==> config.mk <==
export PLATFORM = sky130hd
export DESIGN_NAME = mat_mul_top
export DESIGN_NICKNAME = d
export VERILOG_FILES = /design/src/design/mm_pkg.sv /design/src/design/row_buffer.sv /design/src/design/mm_engine.sv /design/src/design/dma_engine.sv /design/src/design/mat_mul_top.sv
export SDC_FILE = /design/constraint.sdc
export NUM_CORES = 2
export LEC_CHECK = 0
export ABC_AREA = 1
export BUFFER_PORTS_ARGS = -buffer_cell sky130_fd_sc_hd__buf_2
export CAP_MARGIN = 15
export CORE_ASPECT_RATIO = 2
export CORE_MARGIN = 2
export CORE_UTILIZATION = 35
export CTS_BUF_LIST = sky130_fd_sc_hd__clkbuf_4
export DETAILED_ROUTE_END_ITERATION = 10
export GPL_TIMING_DRIVEN = 1
export MAX_ROUTING_LAYER = met4
export SYNTH_ARGS = -nofsm -noshare
export SYNTH_HDL_FRONTEND = slang
export SYNTH_SLANG_ARGS = --single-unit
==> constraint.sdc <==
create_clock -name clk -period 10.59 [get_ports clk]
set_input_delay 1.059 -clock clk [delete_from_list [all_inputs] [get_ports clk]]
set_output_delay 1.059 -clock clk [all_outputs]
set_load 0.02 [all_outputs]
==> src/design/mm_pkg.sv <==
// shared sizes for the matrix-multiply subsystem
// plus the DMA control state encoding

`default_nettype none

package mm_pkg;

    // matrix dimension, also elements per memory row
    localparam int SA_WIDTH   = 4;
    // signed element width
    localparam int ELEM_W     = 8;
    // signed accumulator width for one C element
    localparam int ACC_W      = 20;

    // external memory port
    localparam int MEM_AW     = 32;
    localparam int MEM_DW     = 32;
    // byte step from one word to the next
    localparam int WORD_BYTES = 4;

    // row buffer index, one word per row
    localparam int BUF_AW     = 2;

    // dma control states
    typedef enum logic [2:0] {
        IDLE,
        READ_AB,
        WAIT_RSP,
        START_MM,
        WAIT_MM,
        WRITE_C
    } dma_state_e;

endpackage

`default_nettype wire

==> src/design/row_buffer.sv <==
// row buffer for one operand matrix
// one write port, one registered read port

`timescale 1ns/10ps
`default_nettype none

module row_buffer (
    input  wire                        clk,
    input  wire                        rst_n,
    input  wire                        wren_i,
    input  wire  [mm_pkg::BUF_AW-1:0]  waddr_i,
    input  wire  [mm_pkg::MEM_DW-1:0]  wdata_i,
    input  wire  [mm_pkg::BUF_AW-1:0]  raddr_i,
    output logic [mm_pkg::MEM_DW-1:0]  rdata_o
);

    import mm_pkg::*;

    // one packed row per word
    logic [MEM_DW-1:0] rows [2**BUF_AW];

    always_ff @(posedge clk or negedge rst_n) begin
        if (!rst_n) begin
            for (int r = 0; r < 2**BUF_AW; r++) begin
                rows[r] <= '0;
            end
            rdata_o <= '0;
        end else begin
            if (wren_i) begin
                rows[waddr_i] <= wdata_i;
            end
            // read data lands one cycle after the address
            rdata_o <= rows[raddr_i];
        end
    end

endmodule

`default_nettype wire

==> src/design/mm_engine.sv <==
// multiply engine for C = A x B
// two-stage step pipeline: buffer read, then four parallel MACs
// holds the 16 C accumulators

`timescale 1ns/10ps
`default_nettype none

module mm_engine (
    input  wire                        clk,
    input  wire                        rst_n,
    input  wire                        start_i,
    input  wire  [mm_pkg::MEM_DW-1:0]  a_rdata_i,
    input  wire  [mm_pkg::MEM_DW-1:0]  b_rdata_i,
    output logic [mm_pkg::BUF_AW-1:0]  a_raddr_o,
    output logic [mm_pkg::BUF_AW-1:0]  b_raddr_o,
    output logic                       done_o,
    output logic [mm_pkg::SA_WIDTH*mm_pkg::SA_WIDTH*mm_pkg::ACC_W-1:0] acc_o
);

    import mm_pkg::*;

    // step index {i, k}, i major
    logic [2*BUF_AW-1:0]          step;
    logic                         busy;

    // read stage outputs, aligned with buffer data
    logic                         rd_vld;
    logic [2*BUF_AW-1:0]          rd_step;

    logic signed [ELEM_W-1:0]     a_elem;
    logic signed [2*ELEM_W-1:0]   prod [SA_WIDTH];
    logic signed [ACC_W-1:0]      acc  [SA_WIDTH*SA_WIDTH];

    // step counter
    always_ff @(posedge clk or negedge rst_n) begin
        if (!rst_n) begin
            busy <= 1'b0;
            step <= '0;
        end else if (start_i) begin
            busy <= 1'b1;
            step <= '0;
        end else if (busy) begin
            step <= step + 1'b1;
            // stop after step (3,3)
            if (&step) begin
                busy <= 1'b0;
            end
        end
    end

    // A row i, B row k
    assign a_raddr_o = step[2*BUF_AW-1:BUF_AW];
    assign b_raddr_o = step[BUF_AW-1:0];

    // valid and index follow the read by one cycle
    always_ff @(posedge clk or negedge rst_n) begin
        if (!rst_n) begin
            rd_vld  <= 1'b0;
            rd_step <= '0;
            done_o  <= 1'b0;
        end else begin
            rd_vld  <= busy;
            rd_step <= step;
            // pulse after the last accumulate
            done_o  <= rd_vld && (&rd_step);
        end
    end

    // A(i,k) from row i, times each B(k,j) of row k
    always_comb begin
        a_elem = a_rdata_i[rd_step[BUF_AW-1:0]*ELEM_W +: ELEM_W];
        for (int j = 0; j < SA_WIDTH; j++) begin
            prod[j] = a_elem * $signed(b_rdata_i[j*ELEM_W +: ELEM_W]);
        end
    end

    // accumulators, cleared by start
    always_ff @(posedge clk) begin
        if (start_i) begin
            for (int n = 0; n < SA_WIDTH*SA_WIDTH; n++) begin
                acc[n] <= '0;
            end
        end else if (rd_vld) begin
            // row i of C, all four columns at once
            for (int j = 0; j < SA_WIDTH; j++) begin
                acc[rd_step[2*BUF_AW-1:BUF_AW]*SA_WIDTH + j] <=
                    acc[rd_step[2*BUF_AW-1:BUF_AW]*SA_WIDTH + j] + ACC_W'(prod[j]);
            end
        end
    end

    // flatten, element (i,j) at 4i+j
    always_comb begin
        for (int n = 0; n < SA_WIDTH*SA_WIDTH; n++) begin
            acc_o[n*ACC_W +: ACC_W] = acc[n];
        end
    end

endmodule

`default_nettype wire

==> src/design/dma_engine.sv <==
// DMA control for the matrix multiply
// overlapped A/B row reads into the row buffers, multiply handshake,
// write-back of C one sign-extended element per word

`timescale 1ns/10ps
`default_nettype none

module dma_engine (
    input  wire                        clk,
    input  wire                        rst_n,

    // configuration
    input  wire                        start_i,
    input  wire  [mm_pkg::MEM_AW-1:0]  mat_a_addr_i,
    input  wire  [mm_pkg::MEM_AW-1:0]  mat_b_addr_i,
    input  wire  [mm_pkg::MEM_AW-1:0]  mat_c_addr_i,
    output logic                       done_o,

    // memory read
    output logic                       mem_rd_req_o,
    output logic [mm_pkg::MEM_AW-1:0]  mem_rd_addr_o,
    input  wire                        mem_rd_gnt_i,
    input  wire                        mem_rd_valid_i,
    input  wire  [mm_pkg::MEM_DW-1:0]  mem_rd_data_i,

    // memory write
    output logic                       mem_wr_req_o,
    output logic [mm_pkg::MEM_AW-1:0]  mem_wr_addr_o,
    output logic [mm_pkg::MEM_DW-1:0]  mem_wr_data_o,
    input  wire                        mem_wr_gnt_i,

    // row buffer fill
    output logic                       buf_a_wren_o,
    output logic                       buf_b_wren_o,
    output logic [mm_pkg::BUF_AW-1:0]  buf_waddr_o,
    output logic [mm_pkg::MEM_DW-1:0]  buf_wdata_o,

    // multiply engine
    output logic                       mm_start_o,
    input  wire                        mm_done_i,
    input  wire  [mm_pkg::SA_WIDTH*mm_pkg::SA_WIDTH*mm_pkg::ACC_W-1:0] acc_i
);

    import mm_pkg::*;

    dma_state_e state, state_n;

    // latched base addresses
    logic [MEM_AW-1:0]   a_base;
    logic [MEM_AW-1:0]   b_base;
    logic [MEM_AW-1:0]   c_base;

    // read issue / response counters, msb picks matrix B
    logic [BUF_AW:0]     iss_cnt;
    logic [BUF_AW:0]     rsp_cnt;
    // C element index {i, j}
    logic [2*BUF_AW-1:0] wr_cnt;

    logic                rd_active;
    logic                rd_last_gnt;
    logic                rd_last_rsp;
    logic                wr_last_gnt;
    logic [ACC_W-1:0]    acc_sel;

    assign rd_active   = (state == READ_AB) || (state == WAIT_RSP);
    assign rd_last_gnt = (state == READ_AB) && mem_rd_gnt_i && (&iss_cnt);
    assign rd_last_rsp = rd_active && mem_rd_valid_i && (&rsp_cnt);
    assign wr_last_gnt = (state == WRITE_C) && mem_wr_gnt_i && (&wr_cnt);

    // state register
    always_ff @(posedge clk or negedge rst_n) begin
        if (!rst_n) begin
            state <= IDLE;
        end else begin
            state <= state_n;
        end
    end

    always_comb begin
        state_n = state;
        case (state)
            IDLE: begin
                if (start_i) begin
                    state_n = READ_AB;
                end
            end
            // issue all eight row reads back to back
            READ_AB: begin
                if (rd_last_gnt) begin
                    state_n = WAIT_RSP;
                end
            end
            // drain outstanding responses
            WAIT_RSP: begin
                if (rd_last_rsp) begin
                    state_n = START_MM;
                end
            end
            START_MM: begin
                state_n = WAIT_MM;
            end
            WAIT_MM: begin
                if (mm_done_i) begin
                    state_n = WRITE_C;
                end
            end
            WRITE_C: begin
                if (wr_last_gnt) begin
                    state_n = IDLE;
                end
            end
            default: begin
                state_n = IDLE;
            end
        endcase
    end

    // bases taken only when a start is accepted
    always_ff @(posedge clk) begin
        if (state == IDLE && start_i) begin
            a_base <= mat_a_addr_i;
            b_base <= mat_b_addr_i;
            c_base <= mat_c_addr_i;
        end
    end

    // counters and done pulse
    always_ff @(posedge clk or negedge rst_n) begin
        if (!rst_n) begin
            iss_cnt <= '0;
            rsp_cnt <= '0;
            wr_cnt  <= '0;
            done_o  <= 1'b0;
        end else begin
            done_o <= wr_last_gnt;
            if (state == IDLE) begin
                iss_cnt <= '0;
                rsp_cnt <= '0;
            end else begin
                if (state == READ_AB && mem_rd_gnt_i) begin
                    iss_cnt <= iss_cnt + 1'b1;
                end
                // responses accepted whenever reads are in flight
                if (rd_active && mem_rd_valid_i) begin
                    rsp_cnt <= rsp_cnt + 1'b1;
                end
            end
            if (state == WAIT_MM) begin
                wr_cnt <= '0;
            end else if (state == WRITE_C && mem_wr_gnt_i) begin
                wr_cnt <= wr_cnt + 1'b1;
            end
        end
    end

    // read request, held until granted
    assign mem_rd_req_o  = (state == READ_AB);
    assign mem_rd_addr_o = (iss_cnt[BUF_AW] ? b_base : a_base)
                           + MEM_AW'(iss_cnt[BUF_AW-1:0]) * MEM_AW'(WORD_BYTES);

    // response steering, written on the response edge
    assign buf_a_wren_o = rd_active && mem_rd_valid_i && !rsp_cnt[BUF_AW];
    assign buf_b_wren_o = rd_active && mem_rd_valid_i &&  rsp_cnt[BUF_AW];
    assign buf_waddr_o  = rsp_cnt[BUF_AW-1:0];
    assign buf_wdata_o  = mem_rd_data_i;

    // single-cycle start to the multiply engine
    assign mm_start_o = (state == START_MM);

    // one C element per write, sign extended
    assign acc_sel       = acc_i[wr_cnt*ACC_W +: ACC_W];
    assign mem_wr_req_o  = (state == WRITE_C);
    assign mem_wr_addr_o = c_base + MEM_AW'(wr_cnt) * MEM_AW'(WORD_BYTES);
    assign mem_wr_data_o = {{(MEM_DW-ACC_W){acc_sel[ACC_W-1]}}, acc_sel};

endmodule

`default_nettype wire

==> src/design/mat_mul_top.sv <==
// matrix-multiply subsystem top
// DMA engine, A and B row buffers, multiply engine

`timescale 1ns/10ps
`default_nettype none

module mat_mul_top (
    input  wire                        clk,
    input  wire                        rst_n,

    // configuration
    input  wire                        start_i,
    input  wire  [mm_pkg::MEM_AW-1:0]  mat_a_addr_i,
    input  wire  [mm_pkg::MEM_AW-1:0]  mat_b_addr_i,
    input  wire  [mm_pkg::MEM_AW-1:0]  mat_c_addr_i,
    output logic                       done_o,

    // memory read
    output logic                       mem_rd_req_o,
    output logic [mm_pkg::MEM_AW-1:0]  mem_rd_addr_o,
    input  wire                        mem_rd_gnt_i,
    input  wire                        mem_rd_valid_i,
    input  wire  [mm_pkg::MEM_DW-1:0]  mem_rd_data_i,

    // memory write
    output logic                       mem_wr_req_o,
    output logic [mm_pkg::MEM_AW-1:0]  mem_wr_addr_o,
    output logic [mm_pkg::MEM_DW-1:0]  mem_wr_data_o,
    input  wire                        mem_wr_gnt_i
);

    import mm_pkg::*;

    // buffer fill, shared address and data
    logic                              buf_a_wren;
    logic                              buf_b_wren;
    logic [BUF_AW-1:0]                 buf_waddr;
    logic [MEM_DW-1:0]                 buf_wdata;

    // buffer read side
    logic [BUF_AW-1:0]                 buf_a_raddr;
    logic [BUF_AW-1:0]                 buf_b_raddr;
    logic [MEM_DW-1:0]                 buf_a_rdata;
    logic [MEM_DW-1:0]                 buf_b_rdata;

    // multiply handshake and results
    logic                              mm_start;
    logic                              mm_done;
    logic [SA_WIDTH*SA_WIDTH*ACC_W-1:0] acc_flat;

    dma_engine u_dma (
        .clk            (clk),
        .rst_n          (rst_n),
        .start_i        (start_i),
        .mat_a_addr_i   (mat_a_addr_i),
        .mat_b_addr_i   (mat_b_addr_i),
        .mat_c_addr_i   (mat_c_addr_i),
        .done_o         (done_o),
        .mem_rd_req_o   (mem_rd_req_o),
        .mem_rd_addr_o  (mem_rd_addr_o),
        .mem_rd_gnt_i   (mem_rd_gnt_i),
        .mem_rd_valid_i (mem_rd_valid_i),
        .mem_rd_data_i  (mem_rd_data_i),
        .mem_wr_req_o   (mem_wr_req_o),
        .mem_wr_addr_o  (mem_wr_addr_o),
        .mem_wr_data_o  (mem_wr_data_o),
        .mem_wr_gnt_i   (mem_wr_gnt_i),
        .buf_a_wren_o   (buf_a_wren),
        .buf_b_wren_o   (buf_b_wren),
        .buf_waddr_o    (buf_waddr),
        .buf_wdata_o    (buf_wdata),
        .mm_start_o     (mm_start),
        .mm_done_i      (mm_done),
        .acc_i          (acc_flat)
    );

    // matrix A rows
    row_buffer u_buf_a (
        .clk     (clk),
        .rst_n   (rst_n),
        .wren_i  (buf_a_wren),
        .waddr_i (buf_waddr),
        .wdata_i (buf_wdata),
        .raddr_i (buf_a_raddr),
        .rdata_o (buf_a_rdata)
    );

    // matrix B rows
    row_buffer u_buf_b (
        .clk     (clk),
        .rst_n   (rst_n),
        .wren_i  (buf_b_wren),
        .waddr_i (buf_waddr),
        .wdata_i (buf_wdata),
        .raddr_i (buf_b_raddr),
        .rdata_o (buf_b_rdata)
    );

    mm_engine u_mm (
        .clk       (clk),
        .rst_n     (rst_n),
        .start_i   (mm_start),
        .a_rdata_i (buf_a_rdata),
        .b_rdata_i (buf_b_rdata),
        .a_raddr_o (buf_a_raddr),
        .b_raddr_o (buf_b_raddr),
        .done_o    (mm_done),
        .acc_o     (acc_flat)
    );

endmodule

`default_nettype wire

==> run summary <==
Yosys printed 0 warnings. The clock passes through at most 3 buffers. The logs give 43255 for the via count of the first global-routing pass and 5617 for the cell count after synthesis.

The count of port buffers added during placement came out at 232. Across every metal layer, demand over resource in global routing totals 25.5%. The run gives 0 as the DRC violations left.

The tools report the end point of the critical path as u_mm.acc[0][11]. The mean post-synth cell area works out to 9.01 um^2. The clock tree root buffer cell was clkbuf_4.

The number of cells on the worst reg-to-reg path is 19. Measured against its own limit, the worst slew margin works out to 6.29%. The synthesized design spends more area on one cell type than any other, namely edfxtp_1.

The clock period minus final worst setup slack works out to 7570 ps. At the pin with the least slew margin, the transition time is 1390 ps. Summed over all nets, the half-perimeter wirelength after detailed placement is 134 mm. For the worst setup path, the data arrival time is 8400 ps. The initialized floorplan defines 197 standard-cell rows.

In this run the number of H-tree levels came out at 4. The tools report the summed area of non-filler cells in the final layout as 56400 um^2. The kind of critical path is flop to flop.

The number of antenna violations at the first check in global routing is 12. Timing analysis after detailed placement gives a worst setup slack of 3140 ps. The logs give 1.02 for the weighted congestion at the end of routability-driven global placement and 35.2% for the initial core utilization.

The routed layout has 41516 vias. Once routing completed, OpenROAD measured the worst setup slack at 3020 ps. Across the routed clock network, the largest skew measured is 82.3 ps. The total grt overflow was 0. After the first detailed-routing iteration, the DRC count stood at 3374.

The routed design has 183 mm of wire. For this run, the register share of the synthesized area comes to 41.7%. The beginning of the critical path is u_mm.rd_step[0]. The total setup buffers inserted after CTS is 0, and the clock sink total is 761. By area the synthesized netlist is led by edfxtp_1, dfrtp_1, fa_1. For the first-pass iteration count of the detailed router, the log shows 8. 233 I/O pins were placed. The fraction of synthesized cell area taken by the top area cell type was 24.7%.

Setup repair after global routing left no endpoint under its margin. The final-report setup violation count was 0; the standard cell area after detailed placement was 53000 um^2. The area overhead of the layout relative to synthesis works out to 11.4%. The startpoint type of the worst setup path was a flop. Counting distinct cell types in the post-synthesis netlist gives 50. The maximum net fanout on the critical path is 17. The depth of the worst hold-timing path is 1.

The tools report the final max-slew violation count as 0. The clock reaches the later pin of the worst-skew pair after 1170 ps. After synthesis the cells add up to 50600 um^2. In this run the standard cell core region covers 144000 um^2. The share of async-settable or async-resettable flops after synthesis works out to 45.3%.

In this run, synthesis inferred 416 flip-flops with an integrated enable. The clock transition time at the flip-flop clock pins of the worst setup and hold paths was 70 ps; the max-cap violation count was 0. Startpoint of the lowest-slack hold path: mat_c_addr_i[30].

After detailed routing, the number of vias per cell comes to 5.24. The reg-to-reg critical path startpoint was u_mm.rd_step[0]. Floorplan die area: 148000 um^2.

The min-delay analysis places its worst path in the category primary input to flop. The most used flip-flop cell after synthesis is edfxtp_1. Number of hold violations in the final report: 0. The height of the die works out to 542 um. The first global-routing pass estimated 269 mm of wire. The achievable clock frequency is 132 MHz, and the pin count of the biggest net entering global routing is 165.

The flow ran to the end, and the final reports show no timing, DRC or antenna violations. The critical path endpoint category was a flop. From left edge to right edge, the die measures 273 um. Worst reg2reg path endpoint: u_mm.acc[0][11]. The number of synthesized register bits was 761; the setup slack of the most critical reg-to-reg path was 3020 ps.

After detailed routing, the average wire length per cell comes to 23.1 um. The detail route stage leaves a number of antenna-violating nets equal to 0. The required time at the worst-slack endpoint is 11420 ps, and the share of cells above drive strength 1 is 11.3%. The library cells used most frequently in the layout, excluding fill and tap cells, are nand2_1, nor2_1, inv_1, edfxtp_1, o21ai_0. The final period utilization is 71.5%. The net count after synthesis is 6304.

TritonCTS built the clock tree. The tools report the number of clock buffers inserted by TritonCTS as 185. The post-route setup TNS came out at 0 ps. The final layout contains 6561 nets. The most frequent standard cell in the layout excluding fill and tap cells is nand2_1.
==> routing by layer <==
metal  share of wire, %  GRT usage, %  routed length [um]
met2                 53          45.7               97000
met3                5.5          4.10               10000
met4                9.1          20.3               16700
met1                 32          23.8               59000
met5                  0             -                   0
==> Yosys cell counts (3+ instances only) <==
| master | n |
|---|---|
| nand2_1 | 1125 |
| nor2_1 | 810 |
| inv_1 | 628 |
| edfxtp_1 | 416 |
| o21ai_0 | 412 |
| fa_1 | 354 |
| dfrtp_1 | 345 |
| ha_1 | 199 |
| o21ai_1 | 186 |
| nand3_1 | 158 |
| clkbuf_1 | 142 |
| a21oi_1 | 125 |
| o22ai_1 | 104 |
| buf_2 | 85 |
| xnor2_1 | 58 |
| o221ai_1 | 57 |
| buf_6 | 53 |
| xor2_1 | 47 |
| a22oi_1 | 30 |
| o211ai_1 | 29 |
| buf_1 | 28 |
| a221oi_1 | 22 |
| nor3_1 | 19 |
| nand2_2 | 16 |
| nand4_1 | 16 |
| buf_4 | 15 |
| o22a_1 | 15 |
| nand3b_1 | 14 |
| o21bai_1 | 14 |
| a22o_1 | 12 |
| nor2_4 | 10 |
| clkinv_1 | 9 |
| nor2_2 | 8 |
| o21ai_2 | 8 |
| nor3_2 | 7 |
| nor4_1 | 7 |
| a21o_1 | 5 |
| a31oi_1 | 5 |
| inv_2 | 5 |
| or2_2 | 4 |
| clkbuf_2 | 3 |
==> through the flow <==
step	instances	hold slack, ps	utilization, %
after global routing	7915	26.1	39.2
after global placement	7484	456	36.9
final	7916	142	39.2
after floorplan	5617	386	-
after detailed placement	7484	463	36.9
after CTS	7904	0.726	39.2
==> what timing repair did <==
item	4_1_cts	5_1_grt
endpoints found under the hold margin	148	0
endpoints found under the setup margin	0	0
resized for setup	0	0
hold buffers	93	0
==> worst min-delay path by stage <==
stage	endpoint	slack, ps
4_1_cts	u_dma.c_base[22]	0.7
6_report	u_dma.c_base[30]	140
2_1_floorplan	u_mm.rd_step[2]	390
3_5_place_dp	u_buf_a.rows[53]	460
5_1_grt	u_dma.b_base[22]	30
3_3_place_gp	u_buf_b.rows[93]	460
==> area by class of cell <==
class                   count  area [um^2]
fillers                 14373        87300
multi-input cells        3886        25400
flip-flops and latches    761        21100
repair buffers            397         2670
inverters                 643         2420
well taps                1890         2360
clock buffers             264         1980
clock inverters            63          428
diodes                     12         30.0
==> critical path: stages, from the launching register on <==
cell	delay, ps
dfrtp_1	640
clkinv_1	490
nand2_1	180
nand3_1	110
nand2_1	760
nor2_1	130
inv_1	580
fa_1	530
inv_1	80
fa_1	450
fa_1	570
fa_1	420
fa_1	380
ha_1	380
a21oi_1	200
o21ai_0	170
inv_1	90
nand2_1	80
xnor2_1	920
nor2_1	90
==> cells by family (layout without fill, tap and decap cells) <==
logic type / after synthesis / in the layout / share of synthesized area, %
simple gates: 2203 / 2203 / 17.5
compound gates: 1024 / 1024 / 11.6
buf+inv: 970 / 1367 / 8.34
flops: 761 / 761 / 41.7
fa+ha+maj: 553 / 553 / 18.9
xor+xnor: 105 / 105 / 1.82
mux: 1 / 1 / 0.0198
other cells: 0 / 12 / 0
==> flip-flops by register name, indices dropped and copies added (netlist names) <==
register	flops
u_buf_a.rdata_o	32
u_mm.rd_vld	1
u_mm.step	4
u_buf_b.rdata_o	32
u_dma.rsp_cnt	3
u_buf_a.rows	128
u_dma.iss_cnt	3
u_mm.acc	320
u_mm.rd_step	4
u_dma.state	3
u_dma.wr_cnt	4
u_mm.busy	1
u_buf_b.rows	128
u_dma.a_base	32
u_dma.done_o	1
u_dma.c_base	32
u_mm.done_o	1
u_dma.b_base	32
Power is left out: the tool's default activity adds up to more than one toggle a clock period on the data nets, which glitch-free logic cannot reach.
